### config.mk
export PLATFORM = sky130hd
export DESIGN_NAME = ternary_alu
export DESIGN_NICKNAME = d
export VERILOG_FILES = /design/src/hdl/ternary_alu_pkg.sv /design/src/hdl/alu_opcode_decoder.sv /design/src/hdl/trit_slice.sv /design/src/hdl/alu_result_stage.sv /design/src/hdl/ternary_alu.sv
export VERILOG_INCLUDE_DIRS = /design/src /design/src/hdl
export SDC_FILE = /design/constraint.sdc
export NUM_CORES = 1
export LEC_CHECK = 0
export BUFFER_PORTS_ARGS = -buffer_cell sky130_fd_sc_hd__buf_2
export CORE_ASPECT_RATIO = 0.75
export CORE_MARGIN = 1
export CORE_UTILIZATION = 43
export DETAILED_ROUTE_END_ITERATION = 10
export PLACE_DENSITY_LB_ADDON = 0.08
export SETUP_SLACK_MARGIN = 0.05
export SLEW_MARGIN = 20
export SYNTH_ARGS = -nofsm -noshare
export SYNTH_HDL_FRONTEND = slang
export SYNTH_SLANG_ARGS = --single-unit
### constraint.sdc
create_clock -name clock -period 20.8 [get_ports clock]
set_clock_uncertainty 0.2 [all_clocks]
set_input_delay 4.16 -clock clock [delete_from_list [all_inputs] [get_ports clock]]
set_output_delay 4.16 -clock clock [all_outputs]
set_load 0.1 [all_outputs]
### src/hdl/ternary_alu_params.svh
// Ternary ALU constants: trit codes, word and opcode sizes, opcode encodings
`ifndef TERNARY_ALU_PARAMS_SVH
`define TERNARY_ALU_PARAMS_SVH

// Trit codes, two bits each
// Code 2'b10 is unused and reads as zero wherever a value is taken
`define TRIT_NEG  2'b11
`define TRIT_ZERO 2'b00
`define TRIT_POS  2'b01

// Sizes
`define TRIT_BITS    2
`define WORD_TRITS   9
`define OPCODE_TRITS 3

// Opcodes, high trit first
// Logic group has a zero high trit
`define OP_NOT 6'b00_00_01
`define OP_AND 6'b00_01_11
`define OP_OR  6'b00_01_00
`define OP_XOR 6'b00_01_01

// Arithmetic and compare group has a plus-one high trit
`define OP_ADD 6'b01_11_11
`define OP_SUB 6'b01_11_00
`define OP_LT  6'b01_00_11
`define OP_EQ  6'b01_00_00

`endif

### src/hdl/ternary_alu_pkg.sv
// Shared types of the ternary ALU: trit, word, opcode, slice controls and chain links
`include "ternary_alu_params.svh"

package ternary_alu_pkg;

    // One balanced trit in two-bit code
    typedef logic [`TRIT_BITS-1:0] trit_t;

    // Nine-trit operand or result
    typedef logic [`WORD_TRITS*`TRIT_BITS-1:0] word_t;

    // Three-trit opcode
    typedef logic [`OPCODE_TRITS*`TRIT_BITS-1:0] opcode_t;

    // Carry trit from a lower slice into the next higher one
    typedef logic [`TRIT_BITS-1:0] carry_link_t;

    // Per-trit operation for every slice
    typedef enum logic [2:0] {
        SLICE_NOT,
        SLICE_AND,
        SLICE_OR,
        SLICE_XOR,
        SLICE_ADD,
        SLICE_SUB,
        SLICE_PASS
    } slice_op_e;

    // What the result stage loads
    typedef enum logic [1:0] {
        KIND_WORD,
        KIND_LT,
        KIND_EQ
    } result_kind_e;

    // Compare state passed from a higher slice down to a lower one
    // lt set once a higher trit decided input1 < input2
    // eq still high while all higher trits matched
    typedef struct packed {
        logic lt;
        logic eq;
    } cmp_link_t;

endpackage

### src/hdl/alu_opcode_decoder.sv
// Opcode decoder: turns a three-trit opcode into the slice operation and result kind
`include "ternary_alu_params.svh"

module alu_opcode_decoder (
    input  ternary_alu_pkg::opcode_t      opcode,
    output ternary_alu_pkg::slice_op_e    slice_op,
    output ternary_alu_pkg::result_kind_e result_kind
);
    import ternary_alu_pkg::*;

    always_comb begin
        // Unknown opcodes pass input1 through as a word
        slice_op    = SLICE_PASS;
        result_kind = KIND_WORD;

        case (opcode)
            `OP_NOT: begin
                slice_op = SLICE_NOT;
            end
            `OP_AND: begin
                slice_op = SLICE_AND;
            end
            `OP_OR: begin
                slice_op = SLICE_OR;
            end
            `OP_XOR: begin
                slice_op = SLICE_XOR;
            end
            `OP_ADD: begin
                slice_op = SLICE_ADD;
            end
            `OP_SUB: begin
                // Slices negate input2 and reuse the adder
                slice_op = SLICE_SUB;
            end
            // Compares only need the chain, slice word is ignored
            `OP_LT: begin
                result_kind = KIND_LT;
            end
            `OP_EQ: begin
                result_kind = KIND_EQ;
            end
            default: begin
                slice_op    = SLICE_PASS;
                result_kind = KIND_WORD;
            end
        endcase
    end

endmodule

### src/hdl/trit_slice.sv
// One trit position of the ALU: logic ops, ripple adder step and compare chain step
`include "ternary_alu_params.svh"

module trit_slice (
    input  ternary_alu_pkg::trit_t       a,
    input  ternary_alu_pkg::trit_t       b,
    input  ternary_alu_pkg::slice_op_e   slice_op,
    input  ternary_alu_pkg::carry_link_t carry_in,
    output ternary_alu_pkg::carry_link_t carry_out,
    input  ternary_alu_pkg::cmp_link_t   cmp_in,
    output ternary_alu_pkg::cmp_link_t   cmp_out,
    output ternary_alu_pkg::trit_t       result
);
    import ternary_alu_pkg::*;

    // Unused code 10 reads as zero
    function automatic trit_t clean_trit(input trit_t t);
        return (t == 2'b10) ? `TRIT_ZERO : t;
    endfunction

    // Swap plus and minus, zero stays
    function automatic trit_t neg_trit(input trit_t t);
        case (t)
            `TRIT_NEG: return `TRIT_POS;
            `TRIT_POS: return `TRIT_NEG;
            default:   return `TRIT_ZERO;
        endcase
    endfunction

    // Cleaned operands
    trit_t a_c;
    trit_t b_c;
    trit_t addend;

    // Cleaned codes are two's complement, so signed views are direct
    logic signed [1:0] a_v;
    logic signed [1:0] b_v;
    logic signed [1:0] d_v;
    logic signed [1:0] c_v;

    // Wide sums, -2..2 for the pair and -3..3 for the full add
    logic signed [2:0] pair_sum;
    logic signed [2:0] pair_digit;
    logic signed [2:0] total;
    logic signed [2:0] sum_digit;

    // Per-operation trits
    trit_t neg_r;
    trit_t min_r;
    trit_t max_r;
    trit_t xor_r;
    trit_t sum_r;

    assign a_c    = clean_trit(a);
    assign b_c    = clean_trit(b);
    // SUB adds the negated second operand
    assign addend = (slice_op == SLICE_SUB) ? neg_trit(b_c) : b_c;

    assign a_v = $signed(a_c);
    assign b_v = $signed(b_c);
    assign d_v = $signed(addend);
    assign c_v = $signed(carry_in);

    // Trit-wise logic
    assign neg_r = neg_trit(a_c);
    assign min_r = (a_v < b_v) ? a_c : b_c;
    assign max_r = (a_v > b_v) ? a_c : b_c;

    always_comb begin
        // Modulo-3 sum, 2 wraps to -1 and -2 wraps to +1
        pair_sum = a_v + b_v;
        if (pair_sum > 3'sd1) begin
            pair_digit = pair_sum - 3'sd3;
        end else if (pair_sum < -3'sd1) begin
            pair_digit = pair_sum + 3'sd3;
        end else begin
            pair_digit = pair_sum;
        end
        xor_r = trit_t'(pair_digit[1:0]);
    end

    always_comb begin
        // Full add of three trits, split into a balanced digit and carry
        total = a_v + d_v + c_v;
        if (total > 3'sd1) begin
            sum_digit = total - 3'sd3;
            carry_out = `TRIT_POS;
        end else if (total < -3'sd1) begin
            sum_digit = total + 3'sd3;
            carry_out = `TRIT_NEG;
        end else begin
            sum_digit = total;
            carry_out = `TRIT_ZERO;
        end
        sum_r = trit_t'(sum_digit[1:0]);
    end

    // Compare step, a decision from a higher trit is kept
    assign cmp_out.lt = cmp_in.lt | (cmp_in.eq & (a_v < b_v));
    assign cmp_out.eq = cmp_in.eq & (a_v == b_v);

    always_comb begin
        case (slice_op)
            SLICE_NOT: result = neg_r;
            SLICE_AND: result = min_r;
            SLICE_OR:  result = max_r;
            SLICE_XOR: result = xor_r;
            SLICE_ADD: result = sum_r;
            SLICE_SUB: result = sum_r;
            // Pass keeps the raw code, 10 included
            default:   result = a;
        endcase
    end

endmodule

### src/hdl/alu_result_stage.sv
// Result register: picks the slice word or a compare flag word and holds it on alu_out
`include "ternary_alu_params.svh"

module alu_result_stage (
    input  logic                          clock,
    input  logic                          reset,
    input  logic                          alu_enable,
    input  ternary_alu_pkg::result_kind_e result_kind,
    input  ternary_alu_pkg::word_t        slice_word,
    input  ternary_alu_pkg::cmp_link_t    cmp_final,
    output ternary_alu_pkg::word_t        alu_out
);
    import ternary_alu_pkg::*;

    // Flag chosen by the compare kind
    logic  flag;
    // Flag as a word, only trit 0 can be nonzero
    word_t flag_word;
    // Value loaded on the next enabled edge
    word_t next_word;

    always_comb begin
        case (result_kind)
            KIND_LT: flag = cmp_final.lt;
            KIND_EQ: flag = cmp_final.eq;
            default: flag = 1'b0;
        endcase
    end

    always_comb begin
        flag_word = '0;
        flag_word[`TRIT_BITS-1:0] = flag ? `TRIT_POS : `TRIT_ZERO;
    end

    // Compare kinds take the flag word, everything else the slice word
    assign next_word = (result_kind == KIND_WORD) ? slice_word : flag_word;

    // One register stage
    // Enable low holds the last result
    always_ff @(posedge clock) begin
        if (reset) begin
            alu_out <= '0;
        end else if (alu_enable) begin
            alu_out <= next_word;
        end
    end

endmodule

### src/hdl/ternary_alu.sv
// Ternary ALU top: opcode decoder, nine trit slices with carry and compare chains, result register
`include "ternary_alu_params.svh"

module ternary_alu (
    input  logic                     clock,
    input  logic                     reset,
    input  logic                     alu_enable,
    input  ternary_alu_pkg::opcode_t opcode,
    input  ternary_alu_pkg::word_t   input1,
    input  ternary_alu_pkg::word_t   input2,
    output ternary_alu_pkg::word_t   alu_out
);
    import ternary_alu_pkg::*;

    // Decoded controls
    slice_op_e    slice_op;
    result_kind_e result_kind;

    // Carry ripples upward, carry[i] enters slice i
    // carry[WORD_TRITS] leaves trit 8 and is dropped, so sums wrap mod 3^9
    carry_link_t carry [0:`WORD_TRITS];

    // Compare runs downward, cmp[i+1] enters slice i
    cmp_link_t cmp [0:`WORD_TRITS];

    // Result trits packed back into a word
    word_t slice_word;

    alu_opcode_decoder u_decoder (
        .opcode      (opcode),
        .slice_op    (slice_op),
        .result_kind (result_kind)
    );

    // Chain ends, no carry into trit 0
    assign carry[0] = `TRIT_ZERO;
    // Above trit 8 nothing has been decided yet
    assign cmp[`WORD_TRITS] = '{lt: 1'b0, eq: 1'b1};

    for (genvar i = 0; i < `WORD_TRITS; i++) begin : g_slice
        trit_slice u_slice (
            .a         (input1[i*`TRIT_BITS +: `TRIT_BITS]),
            .b         (input2[i*`TRIT_BITS +: `TRIT_BITS]),
            .slice_op  (slice_op),
            .carry_in  (carry[i]),
            .carry_out (carry[i+1]),
            .cmp_in    (cmp[i+1]),
            .cmp_out   (cmp[i]),
            .result    (slice_word[i*`TRIT_BITS +: `TRIT_BITS])
        );
    end

    // Compare link out of slice 0 holds the whole-word decision
    alu_result_stage u_result (
        .clock       (clock),
        .reset       (reset),
        .alu_enable  (alu_enable),
        .result_kind (result_kind),
        .slice_word  (slice_word),
        .cmp_final   (cmp[0]),
        .alu_out     (alu_out)
    );

endmodule

* Yosys cells after proc, flatten, opt, wreduce, memory -nomap -nowiden *
Index checks and enable logic that the tools add are counted.

storage, ports and cells
  latch bits = 0
  memory bits (writable) = 0
  ROM bits = 0
  bits in registers = 18
  memories kept = 0
  logic and storage cells = 351
  input port bits = 45
  output and inout bits = 18

cells by class
  multiplexer cells = 129
  divide/modulo/power cells = 0
  shift operators = 0
  $add $sub $neg = 62
  equality and inequality tests = 78
  reduce and logical (&&, ||, !) cells = 3
  magnitude comparators = 54
  $mul = 0
  bitwise operators = 24

operator list
  operator                                                                         count
  2-bit 2-to-1 mux                                                                 97
  2-bit one-hot mux with 5 select lines                                            9
  2-bit one-hot mux with 2 select lines                                            19
  2-bit == test, second input constant                                             37
  2-bit by 2-bit adder with 3-bit output                                           18
  3-bit by 2-bit greater-than comparator with 1-bit output, second input constant  18
  3-bit by 1-bit less-than comparator with 1-bit output, second input constant     18
  2-bit by 1-bit == test with 1-bit output, second input constant                  19
  2-bit by 1-bit adder with 2-bit output, second input constant                    18
  2-bit by 1-bit subtractor with 2-bit output, second input constant               18
  3-bit by 2-bit adder with 3-bit output                                           8
  6-bit by 5-bit == test with 1-bit output, second input constant                  4
  2-bit == test                                                                    9
  6-bit by 3-bit == test with 1-bit output, second input constant                  3
  2-bit greater-than comparator                                                    9
  2-bit less-than comparator                                                       9
  18-bit 2-to-1 mux                                                                1
  3-bit one-hot mux with 6 select lines                                            1
  1-bit bitwise AND                                                                16
  1-bit OR                                                                         8
  3-bit by 2-bit == test with 1-bit output, second input constant                  2
  3-bit == test, second input constant                                             2
  6-bit by 1-bit == test with 1-bit output, second input constant                  1
  3-bit by 1-bit == test with 1-bit output, second input constant                  1
  5 further kinds                                                                  5

* Depth between registers and ports, before layout *
Gate-level depths: netlist (run 1).

  depth in word-level cells = 43
  depth in mapped cells = 66
  gate-level depth less buffers = 64

* Hierarchy *
Synthesis (run 1) repeated with hierarchy kept, for this count alone.

unflattened totals
  cells, all modules = 824
  area total of the unflattened synthesis = 6,688.9 um^2

by module, submodules not included
  module                               times used  area each (um^2)  cells an instance
  trit_slice (g_slice[0].u_slice ...)  4           658.1             81
  trit_slice (g_slice[5].u_slice ...)  3           634.4             78
  alu_result_stage                     1           738.2             87
  trit_slice (g_slice[4].u_slice)      1           649.4             80
  trit_slice (g_slice[8].u_slice)      1           644.4             78
  alu_opcode_decoder                   1           113.9             19
  ternary_alu                          1           7.5               2

* Least setup slack after synthesis (run 1) *
Ideal clock, no wire load.

  path kind = input port to flip-flop
  from = input port opcode[4]
  to = register u_result.alu_out[17]
  stages = 58
  setup slack = 3.020 ns
  arrival time = 17.502 ns
  cell sequence = buf_6 -> nand4b_1 -> nor3_1 -> buf_1 -> xor2_1 -> and2_1 -> fa_1 -> o21ai_0 -> fa_1 -> inv_1 -> ha_1 -> xor2_1 -> xnor2_1 -> nand2b_1 -> a21boi_0 -> fa_1 -> inv_1 -> ha_1 -> [... 22 more ...] -> inv_1 -> ha_1 -> xnor2_1 -> xnor2_1 -> o21ai_0 -> fa_1 -> inv_1 -> ha_1 -> xor3_1 -> nand2_1 -> fa_1 -> inv_1 -> ha_1 -> xor3_1 -> nor3_1 -> a211oi_1 -> a211o_1 -> a32oi_1

between the ends
  longest elaborated chain between the ends = 42
  elaborated cells on any way between the ends = 84
  classes of those cells = 19 x add/sub; 18 x order compare; 13 x eq/ne; 31 x mux; 3 x reduce/logical

RTL lines
  item                                                                                                             line                                 source
  start: declaration                                                                                               ternary_alu.sv:8                     input ternary_alu_pkg::opcode_t opcode,
  6-bit by 5-bit == test with 1-bit output, or another cell as far along                                           alu_opcode_decoder.sv:16             case (opcode)
  3-bit one-hot mux with 6 select lines                                                                            alu_opcode_decoder.sv:16
  3-bit == test                                                                                                    trit_slice.sv:57, trit_slice.sv:103
  2-bit 2-to-1 mux                                                                                                 trit_slice.sv:57                     assign addend = (slice_op == SLICE_SUB) ? neg_trit(b_c) : b_c;
  2-bit by 2-bit adder with 3-bit output                                                                           trit_slice.sv:84                     total = a_v + d_v + c_v;
  3-bit by 1-bit less-than comparator with 1-bit output                                                            trit_slice.sv:88                     end else if (total < -3'sd1) begin
  2-bit 2-to-1 mux                                                                                                 trit_slice.sv:88
  2-bit 2-to-1 mux                                                                                                 trit_slice.sv:85                     if (total > 3'sd1) begin
  [... 26 more ...]                                                                                                --
  2-bit 2-to-1 mux                                                                                                 trit_slice.sv:88
  2-bit 2-to-1 mux                                                                                                 trit_slice.sv:85
  3-bit by 2-bit adder with 3-bit output                                                                           trit_slice.sv:84
  3-bit by 1-bit less-than comparator with 1-bit output or 2-bit by 1-bit adder with 2-bit output (tied branches)  trit_slice.sv:88, trit_slice.sv:89
  2-bit 2-to-1 mux                                                                                                 trit_slice.sv:88
  2-bit 2-to-1 mux                                                                                                 trit_slice.sv:85
  2-bit one-hot mux with 5 select lines                                                                            trit_slice.sv:103                    case (slice_op)
  18-bit 2-to-1 mux *                                                                                              alu_result_stage.sv:36               assign next_word = (result_kind == KIND_WORD) ? slice_word : flag_word;
  end signal: assignment                                                                                           alu_result_stage.sv:44               alu_out <= next_word;
  end: declaration                                                                                                 alu_result_stage.sv:11               output ternary_alu_pkg::word_t alu_out

Every way passes the cells marked *; elsewhere a longest branch is shown, timed or not.
A chain may end at the register's enable or synchronous reset.

* Final worst setup path (run 1) *
  from = input port opcode[5]
  to = register u_result.alu_out[17]

The elaborated chain is that of the path after synthesis.

==> results by group, run 1 <==
Cells and area
  • Share of cells above drive strength 1: 0.122
  • Commonest cells after routing, fill and taps aside: inv_1 (94), ha_1 (74), nand2_1 (67), buf_2 (62), o21ai_0 (53)
  • Max reg flops: 18
  • Antenna Cells: 0
  • Nets: 871
  • Biggest register: u_result.alu_out
  • Commonest non-fill, non-tap cell in the layout: inv_1
  • Area delta synth->final: 8.15%
  • Biggest regs: u_result.alu_out x18

Setup path
  • Kind of critical path: in2reg
  • Max incr delay on CP: between 600 and 700 ps
  • Worst-path maximum fanout: 7
  • CP Capture Type: register
  • Critical Path AT: between 15,000 and 20,000 ps
  • Worst path required time: 20,780 ps
  • CP Launch Type: input port
  • Critical path's slowest cell: fa_1

Synth
  • Yosys warnings: 0
  • Average size of a mapped cell: slightly below 8 µm²
  • Synth top area share: 0.178
  • Post-synth ARST share: 0
  • Seq/Total Area, Yosys: 0.0692
  • Syn Nets: 833
  • Cell taking the most area after synthesis: ha_1
  • Post-Syn Instances: 671
  • Mapped Area: 5200 µm²
  • Yosys reg bits: 18
  • Post-synth EDFFs: 0
  • Top cells by area, synth: ha_1 (18%), fa_1 (17%), dfxtp_1 (6.9%)
  • Post-synth cell types: 63
  • Post-synth top flop: dfxtp_1

Clock tree
  • CTS tree: yes
  • Clock buffer depth: 2
  • CTS sink count: 18
  • Clk_lat worst skew: ~260 ps
  • Post-CTS Setup Bufs: 0
  • Cts repair resizes: 0
  • Clk root buf: clkbuf_16
  • CTS H-tree depth: 1
  • Cts hold-fix bufs: 0
  • Worst-path clk slew: 70 ps
  • Total CTS buffers: 3

Hold path
  • Worst Hold Class: reg2reg

Die
  • IO Pins: 63
  • Die Footprint: 12,600 µm²
  • Placeable core area: around 12,000 µm²
  • Initial Utilization: 0.445
  • Chip width: 129 µm
  • DIE HEIGHT: 97.3 µm
  • Floorplan row count: 34

Global routing
  • Tot GR Track Use: 0.244
  • Grt total ovfl: 0
  • Largest net degree at the start of global routing: 19
  • Initial antenna violation count: 0
  • First-pass GRT wire length: between 20,000 and 25,000 µm
  • Vias in the first global route: 4,622

Timing
  • Maximum clock rate: 53.9 MHz
  • Final setup fails: 0
  • Crit path time final: 18,550 ps
  • Fin. max-slew vios: 0
  • Tightest Pin Transition: between 1000 and 1500 ps
  • RSZ-0062 raised after global routing: no
  • Final Hold Fails: 0
  • Setup TNS: 0 ps
  • Slew headroom: 0.239
  • Period utilization: 0.892

Detailed routing
  • Iter 0 DRT Violations: 312
  • Total Wirelength: between 10,000 and 15,000 µm
  • DRC Markers: 0
  • Antenna-violating nets left: 0
  • DRT Pass-1 Iters: 5
  • Via count: a little under 5,000
  • Via density: 5.55
  • WL/cell: 17.0 µm

Status
  • Status: completed

Placement
  • Final Wtd Congestion: ~0.87
  • IO buf count: 62
  • HPWL Detailed: between 10,000 and 15,000 µm

Flow run
  • Maxcap violations: 0
-- metrics by stage --
stage / cells / area [µm²] / worst slack (ps) / hold slack [ps] / utilization
floorplan: 671 / 5200 / 3020 / 677 / -
global placement: 866 / 5550 / 2610 / 237 / 0.475
detailed placement: 866 / 5550 / 1990 / 243 / 0.475
CTS: 869 / 5630 / 2250 / 258 / 0.481
global route: 869 / 5630 / 1010 / 302 / 0.481
finish: 869 / 5630 / 2250 / 255 / 0.481
-- final cells by class --
type,count,area (µm²)
Sequential cell,18,360
Clock buffer,3,75.1
Tap cell,162,203
Fill cell,1174,6070
Inverter,94,353
Timing Repair Buffer,66,340
Multi-Input combinational cell,526,4300
-- Yosys cell counts (4+ instances only) --
cell and n:
a21oi_1 37, clkbuf_1 23, nand3_1 15, a22oi_1 16, inv_1 94, buf_6 4
clkbuf_8 4, a211oi_1 7, nand2_1 67, nor2_1 39, a221oi_1 9, o311ai_0 4
nor3_1 13, o21ai_0 53, nor2b_1 9, o22ai_1 10, dfxtp_1 18, nand3b_1 6
xor2_1 19, ha_1 74, nand2b_1 10, mux2i_1 4, xnor2_1 16, a32oi_1 8
o211ai_1 5, fa_1 43, a21o_1 4, a21boi_0 5, nor3b_1 6
-- worst paths after layout --
kind	to	slack [ps]	cells past startpoint	start
setup / recovery	u_result.alu_out[17]$_SDFFE_PP0P_	2250	60	opcode[5]
hold / removal	u_result.alu_out[15]$_SDFFE_PP0P_	250	2	u_result.alu_out[15]$_SDFFE_PP0P_
setup reg to reg	u_result.alu_out[13]$_SDFFE_PP0P_	19470	4	u_result.alu_out[13]$_SDFFE_PP0P_
hold reg to reg	u_result.alu_out[15]$_SDFFE_PP0P_	250	2	u_result.alu_out[15]$_SDFFE_PP0P_
-- kinds of logic after synthesis --
family,count (synthesis),share of synthesized area
AO/OA/AOI/OAI,178,0.220
XOR/XNOR,37,0.0680
adder cells (fa/ha/maj),117,0.343
buffers and inverters,127,0.106
flip-flops,18,0.0692
multiplexers,7,0.0142
AND/OR/NAND/NOR,187,0.179
-- metal layers --
layer	vias up	track usage	wire (µm)
met4	0	0.0244	85
li1	2348	-	-
met3	8	0.0264	723
met1	2317	0.359	7400
met2	150	0.393	6560
met5	-	0	0
-- worst max-delay path, delay by kind of cell --
family | cells | cell delay [ps]
AO/OA/AOI/OAI | 11 | 2450
XOR/XNOR | 14 | 3820
adder cells (fa/ha/maj) | 18 | 6260
buffers and inverters | 10 | 590
AND/OR/NAND/NOR | 7 | 1270
Power of run 1 is not shown: default switching activity piles up to over one toggle a cycle in this logic, so the estimate is an artifact.
==> run 2: changes to the inputs <==
==> constraint.sdc (replaced) <==
create_clock -name clock -period 20.8 [get_ports clock]
set_clock_uncertainty 0.2 [all_clocks]
set_input_delay 1.04 -clock clock [delete_from_list [all_inputs] [get_ports clock]]
set_output_delay 1.04 -clock clock [all_outputs]
set_load 0.1 [all_outputs]
==> run 2 against run 1 <==
  * Worst setup slack better by 3100 ps
  * Cell count stayed put
  * Fmax is 20% higher
  * Count of clock-buffer cells in the layout stayed put
  * Via count is 0.77% lower
  * Critical path depth is 1 lower
  * Sequential share of layout area stayed put
  * Global-route usage is 0.11 points higher
  * Utilization stayed put
  * Wire length is 0.41% lower
  * Worst hold slack hardly changed
  * Critical endpoint unchanged
  * Largest cell class unchanged
==> results by group, run 2 (synthesis results as in run 1) <==
Clock tree
  • Worst-path clk slew: 60 ps
  • Post-CTS Setup Bufs: 0
  • Clock buffer depth: 2
  • CTS sink count: 18
  • CTS H-tree depth: 1
  • CTS tree: yes
  • Total CTS buffers: 3
  • Clk root buf: clkbuf_16
  • Cts hold-fix bufs: 0
  • Cts repair resizes: 0
  • Clk_lat worst skew: 260 ps

Timing
  • RSZ-0062 raised after global routing: no
  • Maximum clock rate: between 60 and 70 MHz
  • Crit path time final: 15,440 ps
  • Tightest Pin Transition: 1080 ps
  • Slew headroom: 0.274
  • Final setup fails: 0
  • Setup TNS: 0 ps
  • Final Hold Fails: 0
  • Fin. max-slew vios: 0
  • Period utilization: 0.742

Detailed routing
  • Iter 0 DRT Violations: 376
  • Via count: around 4,800
  • Total Wirelength: 14,700 µm
  • DRT Pass-1 Iters: 5
  • Via density: 5.51
  • WL/cell: 16.9 µm
  • Antenna-violating nets left: 0
  • DRC Markers: 0

Global routing
  • Met2 GRT Util: 0.395
  • Layer with the highest usage: met2
  • Largest net degree at the start of global routing: 19
  • Met1 usage: 0.363
  • First-pass GRT wire length: 24,000 µm
  • Initial antenna violation count: 0
  • Met3 Track Usage GR: 0.0242
  • Tot GR Track Use: 0.245
  • Vias in the first global route: approximately 4,600
  • Grt total ovfl: 0

Setup path
  • Worst path required time: 20,790 ps
  • Top delay family on crit path: adder cells
  • Max incr delay on CP: between 600 and 700 ps
  • Worst-path maximum fanout: 7
  • WP buf/inv: 10
  • Crit path depth: 59
  • Kind of critical path: in2reg
  • CP Launch Type: input port
  • Critical Path AT: around 15,000 ps
  • Critical path's slowest cell: fa_1
  • CP Capture Type: register
  • Reg2Reg Depth: 4

Die
  • Placeable core area: 11,700 µm²
  • Initial Utilization: 0.445
  • Chip width: about 130 µm
  • IO Pins: 63
  • Floorplan row count: 34
  • Die Footprint: 12,600 µm²
  • DIE HEIGHT: 97.3 µm

Cells and area
  • Commonest cells after routing, fill and taps aside: inv_1 (94), ha_1 (74), nand2_1 (67), buf_2 (62), o21ai_0 (53)
  • Max reg flops: 18
  • Non-filler cells, final: 869
  • Biggest regs: u_result.alu_out x18
  • Biggest register: u_result.alu_out
  • Area delta synth->final: 8.15%
  • Layout Utilization: 0.481
  • Commonest non-fill, non-tap cell in the layout: inv_1
  • Final instance area: 5630 µm²
  • Nets: 871
  • Antenna Cells: 0
  • Share of cells above drive strength 1: 0.122

Hold path
  • Worst Hold Path Cells: 2
  • Worst Hold Class: reg2reg

Placement
  • Placed cell count: roughly 870
  • Area post-placement: 5550 µm²
  • HPWL Detailed: between 10,000 and 15,000 µm
  • IO buf count: 62
  • Final Wtd Congestion: approximately 0.87

Flow run
  • Maxcap violations: 0

Status
  • Status: completed
run 2: cell counts in the layout (fill, tap and decap cells not counted):
Identical to the previous run, type by type.
run 2: worst paths after layout:
check	start	slack, ps	end
max	opcode[5]	5360	u_result.alu_out[17]$_SDFFE_PP0P_
min	u_result.alu_out[15]$_SDFFE_PP0P_	250	u_result.alu_out[15]$_SDFFE_PP0P_
max reg2reg	u_result.alu_out[13]$_SDFFE_PP0P_	19490	u_result.alu_out[13]$_SDFFE_PP0P_
min reg2reg	u_result.alu_out[15]$_SDFFE_PP0P_	250	u_result.alu_out[15]$_SDFFE_PP0P_
run 2: worst register-to-register path, stage by stage, from the launching register on:
cell and delay [ps]:
dfxtp_1 310, nand2_1 70, o2111ai_1 150, nor4_1 380
a21oi_1 70
run 2: final cells by class:
type / count / area (µm²)
fillers: 1197 / 6070
multi-input cells: 526 / 4300
clock buffers: 3 / 75.1
well taps: 162 / 203
flip-flops and latches: 18 / 360
inverters: 94 / 353
repair buffers: 66 / 340
run 2: per-stage QoR:
| stage | hold slack [ps] | setup WS [ps] |
|---|---|---|
| floorplan | 677 | 6140 |
| global placement | 237 | 5730 |
| detailed placement | 244 | 5170 |
| CTS | 258 | 5430 |
| global route | 306 | 4270 |
| finish | 255 | 5360 |
run 2: metal layers:
| metal | share of wire | vias to the layer above |
|---|---|---|
| met5 | 0 | - |
| met4 | 0.0048 | 0 |
| met3 | 0.054 | 8 |
| met2 | 0.44 | 151 |
| met1 | 0.50 | 2280 |
| li1 | - | 2347 |
Power of run 2 is left out for the same reason.
